==> config.mk <==
export PLATFORM = sky130hd
export DESIGN_NAME = cpu_top
export DESIGN_NICKNAME = d
export VERILOG_FILES = /design/src/design/cpu_pkg.sv /design/src/design/cpu_top.sv /design/src/design/control_unit.sv /design/src/design/alu.sv /design/src/design/reg_file.sv /design/src/design/data_mem.sv /design/src/design/instr_mem.sv
export SDC_FILE = /design/constraint.sdc
export NUM_CORES = 2
export LEC_CHECK = 0
export BUFFER_PORTS_ARGS = -buffer_cell sky130_fd_sc_hd__buf_4
export CAP_MARGIN = 40
export CORE_ASPECT_RATIO = 1.75
export CORE_MARGIN = 2
export CORE_UTILIZATION = 67
export DETAILED_ROUTE_END_ITERATION = 8
export PLACE_DENSITY = 0.84
export RECOVER_POWER = 25
export SYNTH_ARGS = -nofsm -noshare
export SYNTH_HDL_FRONTEND = slang
export SYNTH_SLANG_ARGS = --single-unit
==> constraint.sdc <==
create_clock -name clk -period 5.7 [get_ports clk]
set_clock_uncertainty 0.05 [all_clocks]
set_input_delay 0.57 -clock clk [delete_from_list [all_inputs] [get_ports clk]]
set_output_delay 0.57 -clock clk [all_outputs]
set_load 0.02 [all_outputs]
==> src/design/cpu_pkg.sv <==
`default_nettype none

package cpu_pkg;

  localparam int DATA_W = 8;
  localparam int IMEM_AW = 8;
  localparam int DMEM_AW = 4;
  localparam int REG_AW = 2;

  localparam int IMEM_DEPTH = 1 << IMEM_AW;
  localparam int DMEM_DEPTH = 1 << DMEM_AW;
  localparam int REG_NUM = 1 << REG_AW;

  typedef enum logic [3:0] {
    OP_LD   = 4'd0,
    OP_ST   = 4'd1,
    OP_LDI  = 4'd2,
    OP_MOV  = 4'd3,
    OP_ADD  = 4'd4,
    OP_SUB  = 4'd5,
    OP_AND  = 4'd6,
    OP_CMP  = 4'd7,
    OP_OR   = 4'd8,
    OP_ORI  = 4'd9,
    OP_XOR  = 4'd10,
    OP_XORI = 4'd11,
    OP_ADDI = 4'd12,
    OP_SUBI = 4'd13,
    OP_ANDI = 4'd14,
    OP_CMPI = 4'd15
  } opcode_e;

  typedef enum logic [2:0] {
    ALU_ADD,
    ALU_SUB,
    ALU_AND,
    ALU_OR,
    ALU_XOR,
    ALU_CMP
  } alu_op_e;

  // register-register view
  typedef struct packed {
    opcode_e           opcode;
    logic [REG_AW-1:0] rd;
    logic [REG_AW-1:0] rs;
  } instr_rr_t;

  // register-immediate view
  typedef struct packed {
    opcode_e           opcode;
    logic [REG_AW-1:0] rd;
    logic [1:0]        imm2;
  } instr_ri_t;

  // LD/ST view, low nibble is the data address
  typedef struct packed {
    opcode_e            opcode;
    logic [DMEM_AW-1:0] addr;
  } instr_mem_t;

  typedef union packed {
    instr_rr_t  rr;
    instr_ri_t  ri;
    instr_mem_t mem;
  } instr_t;

  typedef struct packed {
    logic c;
    logic z;
  } flags_t;

  typedef struct packed {
    logic               we;
    logic [IMEM_AW-1:0] addr;
    logic [DATA_W-1:0]  data;
  } prog_wr_t;

  typedef struct packed {
    logic               we;
    logic [DMEM_AW-1:0] addr;
    logic [DATA_W-1:0]  wdata;
  } dmem_host_t;

  typedef struct packed {
    logic              we;
    logic [REG_AW-1:0] idx;
    logic [DATA_W-1:0] data;
  } reg_wr_t;

endpackage

`default_nettype wire
==> src/design/cpu_top.sv <==
`timescale 1ns/1ps
`default_nettype none

module cpu_top (
  input  wire logic                        clk,
  input  wire logic                        rst,
  input  wire cpu_pkg::prog_wr_t           prog,
  input  wire cpu_pkg::dmem_host_t         dmem_host,
  output logic [cpu_pkg::DATA_W-1:0]       dmem_host_rdata,
  input  wire logic                        run,
  output logic                             busy,
  output logic                             instr_done,
  output logic [cpu_pkg::IMEM_AW-1:0]      pc,
  output cpu_pkg::flags_t                  flags
);

  cpu_pkg::instr_t            instr;
  logic [cpu_pkg::REG_AW-1:0] rd_idx;
  logic [cpu_pkg::REG_AW-1:0] rs_idx;
  logic [cpu_pkg::DATA_W-1:0] rd_data;
  logic [cpu_pkg::DATA_W-1:0] rs_data;
  cpu_pkg::reg_wr_t           reg_wr;
  cpu_pkg::alu_op_e           alu_op;
  logic [cpu_pkg::DATA_W-1:0] alu_a;
  logic [cpu_pkg::DATA_W-1:0] alu_b;
  logic [cpu_pkg::DATA_W-1:0] alu_result;
  cpu_pkg::flags_t            alu_cmp;
  logic [cpu_pkg::DMEM_AW-1:0] dmem_addr;
  logic                       dmem_we;
  logic [cpu_pkg::DATA_W-1:0] dmem_wdata;
  logic [cpu_pkg::DATA_W-1:0] dmem_rdata;

  control_unit u_ctrl (
    .clk        (clk),
    .rst        (rst),
    .run        (run),
    .pc         (pc),
    .instr      (instr),
    .rd_idx     (rd_idx),
    .rs_idx     (rs_idx),
    .rd_data    (rd_data),
    .rs_data    (rs_data),
    .reg_wr     (reg_wr),
    .alu_op     (alu_op),
    .alu_a      (alu_a),
    .alu_b      (alu_b),
    .alu_result (alu_result),
    .alu_cmp    (alu_cmp),
    .dmem_addr  (dmem_addr),
    .dmem_we    (dmem_we),
    .dmem_wdata (dmem_wdata),
    .dmem_rdata (dmem_rdata),
    .flags      (flags),
    .busy       (busy),
    .instr_done (instr_done)
  );

  instr_mem u_imem (
    .clk   (clk),
    .prog  (prog),
    .addr  (pc),
    .instr (instr)
  );

  data_mem u_dmem (
    .clk        (clk),
    .core_addr  (dmem_addr),
    .core_we    (dmem_we),
    .core_wdata (dmem_wdata),
    .core_rdata (dmem_rdata),
    .host       (dmem_host),
    .host_rdata (dmem_host_rdata)
  );

  reg_file u_regs (
    .clk     (clk),
    .rst     (rst),
    .rd_idx  (rd_idx),
    .rs_idx  (rs_idx),
    .rd_data (rd_data),
    .rs_data (rs_data),
    .wr      (reg_wr)
  );

  alu u_alu (
    .op     (alu_op),
    .a      (alu_a),
    .b      (alu_b),
    .result (alu_result),
    .cmp    (alu_cmp)
  );

endmodule

`default_nettype wire

==> src/design/control_unit.sv <==
`timescale 1ns/1ps
`default_nettype none

module control_unit (
  input  wire logic                        clk,
  input  wire logic                        rst,
  input  wire logic                        run,
  output logic [cpu_pkg::IMEM_AW-1:0]      pc,
  input  wire cpu_pkg::instr_t             instr,
  output logic [cpu_pkg::REG_AW-1:0]       rd_idx,
  output logic [cpu_pkg::REG_AW-1:0]       rs_idx,
  input  wire logic [cpu_pkg::DATA_W-1:0]  rd_data,
  input  wire logic [cpu_pkg::DATA_W-1:0]  rs_data,
  output cpu_pkg::reg_wr_t                 reg_wr,
  output cpu_pkg::alu_op_e                 alu_op,
  output logic [cpu_pkg::DATA_W-1:0]       alu_a,
  output logic [cpu_pkg::DATA_W-1:0]       alu_b,
  input  wire logic [cpu_pkg::DATA_W-1:0]  alu_result,
  input  wire cpu_pkg::flags_t             alu_cmp,
  output logic [cpu_pkg::DMEM_AW-1:0]      dmem_addr,
  output logic                             dmem_we,
  output logic [cpu_pkg::DATA_W-1:0]       dmem_wdata,
  input  wire logic [cpu_pkg::DATA_W-1:0]  dmem_rdata,
  output cpu_pkg::flags_t                  flags,
  output logic                             busy,
  output logic                             instr_done
);

  typedef enum logic [1:0] {
    S_FETCH,
    S_DECODE,
    S_EXECUTE,
    S_WRITEBACK
  } state_e;

  state_e                     state;
  cpu_pkg::instr_t            ir;
  logic [cpu_pkg::DATA_W-1:0] a_q;
  logic [cpu_pkg::DATA_W-1:0] b_q;
  logic [cpu_pkg::DATA_W-1:0] alu_res_q;
  cpu_pkg::flags_t            cmp_q;
  logic [cpu_pkg::DATA_W-1:0] b_dec;
  cpu_pkg::opcode_e           dec_op;
  cpu_pkg::opcode_e           op;

  // 00 01 10 11 -> 0 1 fe ff
  function automatic logic [cpu_pkg::DATA_W-1:0] sext2(input logic [1:0] imm);
    return {{(cpu_pkg::DATA_W-1){imm[1]}}, imm[0]};
  endfunction

  function automatic logic is_imm(input cpu_pkg::opcode_e o);
    case (o)
      cpu_pkg::OP_LDI, cpu_pkg::OP_ORI, cpu_pkg::OP_XORI, cpu_pkg::OP_ADDI,
      cpu_pkg::OP_SUBI, cpu_pkg::OP_ANDI, cpu_pkg::OP_CMPI: return 1'b1;
      default: return 1'b0;
    endcase
  endfunction

  function automatic logic is_cmp(input cpu_pkg::opcode_e o);
    return (o == cpu_pkg::OP_CMP) || (o == cpu_pkg::OP_CMPI);
  endfunction

  // decode straight from the fetched word while in DECODE
  assign dec_op = instr.rr.opcode;
  assign op     = ir.rr.opcode;

  // LD and ST always work on r0
  assign rd_idx = (dec_op == cpu_pkg::OP_LD || dec_op == cpu_pkg::OP_ST) ? '0 : instr.rr.rd;
  assign rs_idx = instr.rr.rs;
  assign b_dec  = is_imm(dec_op) ? sext2(instr.ri.imm2) : rs_data;

  always_comb begin
    case (op)
      cpu_pkg::OP_SUB, cpu_pkg::OP_SUBI: alu_op = cpu_pkg::ALU_SUB;
      cpu_pkg::OP_AND, cpu_pkg::OP_ANDI: alu_op = cpu_pkg::ALU_AND;
      cpu_pkg::OP_OR,  cpu_pkg::OP_ORI:  alu_op = cpu_pkg::ALU_OR;
      cpu_pkg::OP_XOR, cpu_pkg::OP_XORI: alu_op = cpu_pkg::ALU_XOR;
      cpu_pkg::OP_CMP, cpu_pkg::OP_CMPI: alu_op = cpu_pkg::ALU_CMP;
      default:                           alu_op = cpu_pkg::ALU_ADD;
    endcase
  end

  assign alu_a = a_q;
  assign alu_b = b_q;

  // read issued in EXECUTE, data back in WRITEBACK
  assign dmem_addr  = ir.mem.addr;
  assign dmem_we    = (state == S_WRITEBACK) && (op == cpu_pkg::OP_ST);
  assign dmem_wdata = a_q;

  always_comb begin
    reg_wr.we   = (state == S_WRITEBACK) && (op != cpu_pkg::OP_ST) && !is_cmp(op);
    reg_wr.idx  = (op == cpu_pkg::OP_LD) ? '0 : ir.rr.rd;
    case (op)
      cpu_pkg::OP_LD:                  reg_wr.data = dmem_rdata;
      cpu_pkg::OP_LDI, cpu_pkg::OP_MOV: reg_wr.data = b_q;
      default:                         reg_wr.data = alu_res_q;
    endcase
  end

  assign busy = (state != S_FETCH) || run;

  always_ff @(posedge clk) begin
    if (rst) begin
      state      <= S_FETCH;
      pc         <= '0;
      flags      <= '0;
      instr_done <= 1'b0;
    end else begin
      instr_done <= (state == S_EXECUTE);
      case (state)
        S_FETCH: begin
          if (run) begin
            state <= S_DECODE;
          end
        end
        S_DECODE:  state <= S_EXECUTE;
        S_EXECUTE: state <= S_WRITEBACK;
        S_WRITEBACK: begin
          state <= S_FETCH;
          pc    <= pc + 1'b1;
          // only compares touch the flags
          if (is_cmp(op)) begin
            flags <= cmp_q;
          end
        end
        default: state <= S_FETCH;
      endcase
    end
  end

  always_ff @(posedge clk) begin
    if (state == S_DECODE) begin
      ir  <= instr;
      a_q <= rd_data;
      b_q <= b_dec;
    end
    if (state == S_EXECUTE) begin
      alu_res_q <= alu_result;
      cmp_q     <= alu_cmp;
    end
  end

endmodule

`default_nettype wire

==> src/design/alu.sv <==
`timescale 1ns/1ps
`default_nettype none

module alu (
  input  wire cpu_pkg::alu_op_e          op,
  input  wire logic [cpu_pkg::DATA_W-1:0] a,
  input  wire logic [cpu_pkg::DATA_W-1:0] b,
  output logic [cpu_pkg::DATA_W-1:0]      result,
  output cpu_pkg::flags_t                 cmp
);

  // extra bit holds the borrow
  logic [cpu_pkg::DATA_W:0] diff;
  logic                     borrow;
  logic                     equal;

  assign diff   = {1'b0, a} - {1'b0, b};
  assign borrow = diff[cpu_pkg::DATA_W];
  assign equal  = (diff[cpu_pkg::DATA_W-1:0] == '0);

  always_comb begin
    result = '0;
    cmp    = '0;
    case (op)
      cpu_pkg::ALU_ADD: result = a + b;
      cpu_pkg::ALU_SUB: result = diff[cpu_pkg::DATA_W-1:0];
      cpu_pkg::ALU_AND: result = a & b;
      cpu_pkg::ALU_OR:  result = a | b;
      cpu_pkg::ALU_XOR: result = a ^ b;
      cpu_pkg::ALU_CMP: begin
        result = diff[cpu_pkg::DATA_W-1:0];
        // a above b means no borrow and nonzero difference
        cmp.c  = !borrow && !equal;
        cmp.z  = equal;
      end
      default: result = '0;
    endcase
  end

endmodule

`default_nettype wire

==> src/design/reg_file.sv <==
`timescale 1ns/1ps
`default_nettype none

module reg_file (
  input  wire logic                       clk,
  input  wire logic                       rst,
  input  wire logic [cpu_pkg::REG_AW-1:0] rd_idx,
  input  wire logic [cpu_pkg::REG_AW-1:0] rs_idx,
  output logic [cpu_pkg::DATA_W-1:0]      rd_data,
  output logic [cpu_pkg::DATA_W-1:0]      rs_data,
  input  wire cpu_pkg::reg_wr_t           wr
);

  logic [cpu_pkg::DATA_W-1:0] regs [cpu_pkg::REG_NUM];

  always_ff @(posedge clk) begin
    if (rst) begin
      for (int i = 0; i < cpu_pkg::REG_NUM; i++) begin
        regs[i] <= '0;
      end
    end else if (wr.we) begin
      regs[wr.idx] <= wr.data;
    end
  end

  // no bypass, a write shows up the cycle after
  assign rd_data = regs[rd_idx];
  assign rs_data = regs[rs_idx];

endmodule

`default_nettype wire

==> src/design/data_mem.sv <==
`timescale 1ns/1ps
`default_nettype none

module data_mem (
  input  wire logic                        clk,
  input  wire logic [cpu_pkg::DMEM_AW-1:0] core_addr,
  input  wire logic                        core_we,
  input  wire logic [cpu_pkg::DATA_W-1:0]  core_wdata,
  output logic [cpu_pkg::DATA_W-1:0]       core_rdata,
  input  wire cpu_pkg::dmem_host_t         host,
  output logic [cpu_pkg::DATA_W-1:0]       host_rdata
);

  logic [cpu_pkg::DATA_W-1:0] mem [cpu_pkg::DMEM_DEPTH];

  // host first, core second, so the core write lands last on a collision
  always_ff @(posedge clk) begin
    if (host.we) begin
      mem[host.addr] <= host.wdata;
    end
    if (core_we) begin
      mem[core_addr] <= core_wdata;
    end
  end

  always_ff @(posedge clk) begin
    core_rdata <= mem[core_addr];
  end

  // host view, usable while the core runs
  always_ff @(posedge clk) begin
    host_rdata <= mem[host.addr];
  end

endmodule

`default_nettype wire

==> src/design/instr_mem.sv <==
`timescale 1ns/1ps
`default_nettype none

module instr_mem (
  input  wire logic              clk,
  input  wire cpu_pkg::prog_wr_t prog,
  input  wire logic [cpu_pkg::IMEM_AW-1:0] addr,
  output cpu_pkg::instr_t        instr
);

  logic [cpu_pkg::DATA_W-1:0] mem [cpu_pkg::IMEM_DEPTH];

  // host program load
  always_ff @(posedge clk) begin
    if (prog.we) begin
      mem[prog.addr] <= prog.data;
    end
  end

  // fetch port, read every cycle
  always_ff @(posedge clk) begin
    instr <= cpu_pkg::instr_t'(mem[addr]);
  end

endmodule

`default_nettype wire

==> impl_metrics.csv <==
group,metric,value,unit
yosys,synth_top_family_by_area,"multiplexers",
power_and_ir_drop,switching_share,23.5,%
floorplanning,start_util,67.4,%
setup_path,cpPeakStageDelay,3560,ps
power_and_ir_drop,power.internal,27.1,mW
cts,clockBufferDepth,3,
route,vias,52600,
setup_path,r2r_setup_slack,1000,ps
place,hpwl,148,mm
setup_path,reg2reg_from,"u_ctrl.pc[0]$_SDFFE_PP0N_",
cts,cts_tree,"built",
route,post_drt_wl_per_cell,40.1,um
setup_path,critPathTopFamily,"buffers and inverters",
cells_and_area,nets,4819,
floorplanning,die_area,140000,um2
place,numPlacedInstances,6367,
cts,htree_levels,4,
route,wl,270,mm
yosys,avgSynthCellArea,19.6,um2
route,wl_met3,34.3,mm
yosys,yosysUniqueCellTypes,70,
setup_path,critPathKind,"input pin to flop",
timing,max_freq,196,MHz
floorplanning,die_height,493,um
grt,grtUsageTotal,37.6,%
timing,timing.final.crit_share,89.4,%
place,place_congestion,0.924,
grt,grt_pass1_vias,51700,
yosys,synth.cells.most_frequent,"edfxtp_1 (2242), mux4_2 (551), nor2_1 (342)",
timing,final_max_slew_viol_count,1047,
yosys,synthXorXnorAreaFrac,0.143,%
place,pre_cts_slack,1460,ps
power_and_ir_drop,clockPowerShare,36.8,%
cells_and_area,drive_gt1_share,21.9,%
setup_path,cp-endpoint,"u_imem.mem[132][7]$_DFFE_PP_",
cts,cts_buffers,181,
setup_path,cp_max_fo,106,
timing,tightestPinTransition,5190,ps
yosys,syn-instance-count,4674,
setup_path,cp.arrival,5550,ps
route,post-route-drc-count,0,
yosys,ys_seq_area_share,74.3,%
grt,grt_pass1_wl,371,mm
setup_path,slowest_stage,"clkdlybuf4s25_1",
power_and_ir_drop,p_leak,30.6,nW
min_path,whs_path_depth,2,
setup_path,cp.required,6150,ps
power_and_ir_drop,p_per_area,353,nW/um2
floorplanning,pin_count,53,
route,viasPerCell,7.81,
cts,clock-sinks,2282,
grt,antenna_found_initial,27,
floorplanning,row_count,179,
timing,hold_viol,0,
yosys,yosysMostFrequentCell,"edfxtp_1",
yosys,synth_fa_ha_area_share,0.467,%
cts,clk_latency,830,ps
yosys,ys.flop_type,"edfxtp_1",
power_and_ir_drop,switchingPower,8.31,mW
status,status,"finished with violations",
yosys,synth_top_cell_by_area,"edfxtp_1",
job,maxCapViolCount,10,
cells_and_area,synthToLayoutAreaGrowth,9.33,%
timing,setup_viol,0,
route,topRoutingLayerUsed,"met5",
min_path,hold_class,"input pin to flop",
grt,gr-total-overflow,0,
route,drt_iter0_drc,9356,
setup_path,cp-startpoint,"prog[7]",
setup_path,worst-path-stages,2,
yosys,synth_simple_gate_area_share,3.07,%
yosys,yosys_warnings,0,
grt,grt_start_max_net_pins,205,
setup_path,critPathLaunchType,"input pin",
yosys,synth_seq_cells,2282,
power_and_ir_drop,p_total,35.4,mW
timing,timing.final.crit_period,5090,ps
route,m1WireLength,76.2,mm
yosys,synth_top_area_share,73.4,%
timing,rsz0062_at_grt,"false",
yosys,synth_edf_count,2242,
yosys,synth-compound-area-share,4.11,%
setup_path,endpoint_kind,"flop",
route,ant_nets,0,
cts,cts-resized-gates,0,
floorplanning,core,136000,um2
power_and_ir_drop,peakVddDrop,418,uV
setup_path,worst-path-buf-inv,2,
cts,cts_setup_buffers,0,
route,dr.pass1.iters,7,
power_and_ir_drop,pwr-share-seq,53.6,%
timing,fin_tns_setup,0,ps
place,port_buffers,52,
cts,clk_pin_slew,70,ps
route,dr_wl_met2,130,mm
setup_path,path_cells,"clkdlybuf4s25_1, buf_4",
yosys,muxShareOfSynthArea,16.0,%
yosys,synth.net_count,4740,
cts,cts_root_buffer,"clkbuf_16",
setup_path,r2r.worst_path.cells,10,
setup_path,reg2reg_to,"u_imem.instr[4]$_DFF_P_",
timing,maxSlewHeadroom,-246,%
floorplanning,dieWidth,284,um
yosys,syn_area,91700,um2
timing,setup_ws,606,ps
power_and_ir_drop,p_comb_share,9.6,%
yosys,synth_area_leaders,"edfxtp_1 (73%), mux4_2 (14%), mux2i_1 (1.8%)",
cells_and_area,fin_cells,6737,
status,violations,"max-capacitance violations, max-slew violations",
yosys,ys_async_sr_fraction,0,%
[routing by layer]
| layer | up-vias | track usage [%] |
|---|---|---|
| met1 | 25900 | 42.5 |
| met4 | 26 | 31.0 |
| li1 | 19300 | - |
| met2 | 5705 | 60.9 |
| met3 | 1626 | 9.63 |
| met5 | - | 0 |
[stage by stage]
step | hold WS [ps] | instance area (um2) | utilization [%]
after floorplan | 363 | 91700 | -
after global placement | 419 | 94000 | 69.1
after detailed placement | 443 | 94200 | 69.3
after CTS | 30.4 | 100000 | 73.7
after global routing | 49.1 | 100000 | 73.7
final | 60.3 | 100000 | 73.7
[power by group through the flow]
stage / Combinational [mW] / Sequential [mW] / Clock, mW
floorplan: 2.32 / 19.1 / 0
CTS: 3.30 / 18.9 / 12.9
finish: 3.39 / 19.0 / 13.0
detailed placement: 3.23 / 19.3 / 0
global route: 3.55 / 19.0 / 13.5
global placement: 3.15 / 19.3 / 0
[logic make-up after synthesis]
| logic type | Yosys count |
|---|---|
| flops | 2282 |
| mux | 773 |
| simple gates | 673 |
| compound gates | 554 |
| buf+inv | 344 |
| fa+ha+maj | 33 |
| xor+xnor | 15 |
[final cells by class]
cell class	count	area, um2
clock buffers	226	4790
flip-flops and latches	2282	68100
diodes	20	50.0
inverters	44	165
multi-input cells	2048	21900
repair buffers	196	1760
clock inverters	111	1140
well taps	1810	2260
fillers	6881	35700
[layout by cell type (no fill, tap or decap), drive strengths merged, types with 15 or more instances in the layout]
master,count
a211oi,25
a21oi,83
a221oi,27
a22o,20
a22oi,100
a31oi,20
buf,184
bufinv,22
clkbuf,234
clkinv,79
dfxtp,40
diode,20
edfxtp,2242
ha,31
inv,50
mux2,58
mux2i,164
mux4,551
nand2,206
nand3,36
nor2,342
nor2b,16
nor3,15
o21ai,118
o21bai,15
o221ai,42
o22ai,42
[state kept, by name, summed over array words and instances, names as in the netlist, 3 cells and up]
name and flops:
u_dmem.host_rdata 8, u_dmem.mem 128, u_imem.instr 8, u_ctrl.alu_b 8
u_dmem.core_rdata 8, u_ctrl.alu_a 8, u_imem.mem 2048, u_ctrl.ir 8
u_regs.regs 32, u_ctrl.alu_res_q 8, u_ctrl.pc 8, u_ctrl.alu_op 3
[repair_timing]
item	4_1_cts	5_1_grt
setup endpoints to repair	0	0
hold endpoints to repair	15	0
hold buffers	1	0
[worst min path at each step]
| stage | slack [ps] | to | startpoint |
|---|---|---|---|
| 2_1_floorplan | 360 | u_ctrl.ir[2]$_DFFE_PP_ | u_imem.instr[2]$_DFF_P_ |
| 3_3_place_gp | 420 | u_ctrl.flags[1]$_SDFFE_PP0P_ | u_ctrl.cmp_q[1]$_SDFFCE_PP0P_ |
| 3_5_place_dp | 440 | u_ctrl.flags[1]$_SDFFE_PP0P_ | u_ctrl.cmp_q[1]$_SDFFCE_PP0P_ |
| 4_1_cts | 30 | u_ctrl.pc[1]$_SDFFE_PP0N_ | rst |
| 5_1_grt | 50 | u_ctrl.pc[2]$_SDFFE_PP0N_ | rst |
| 6_report | 60 | u_ctrl.pc[2]$_SDFFE_PP0N_ | rst |
Note: power is estimated with default switching activity, not from simulation.
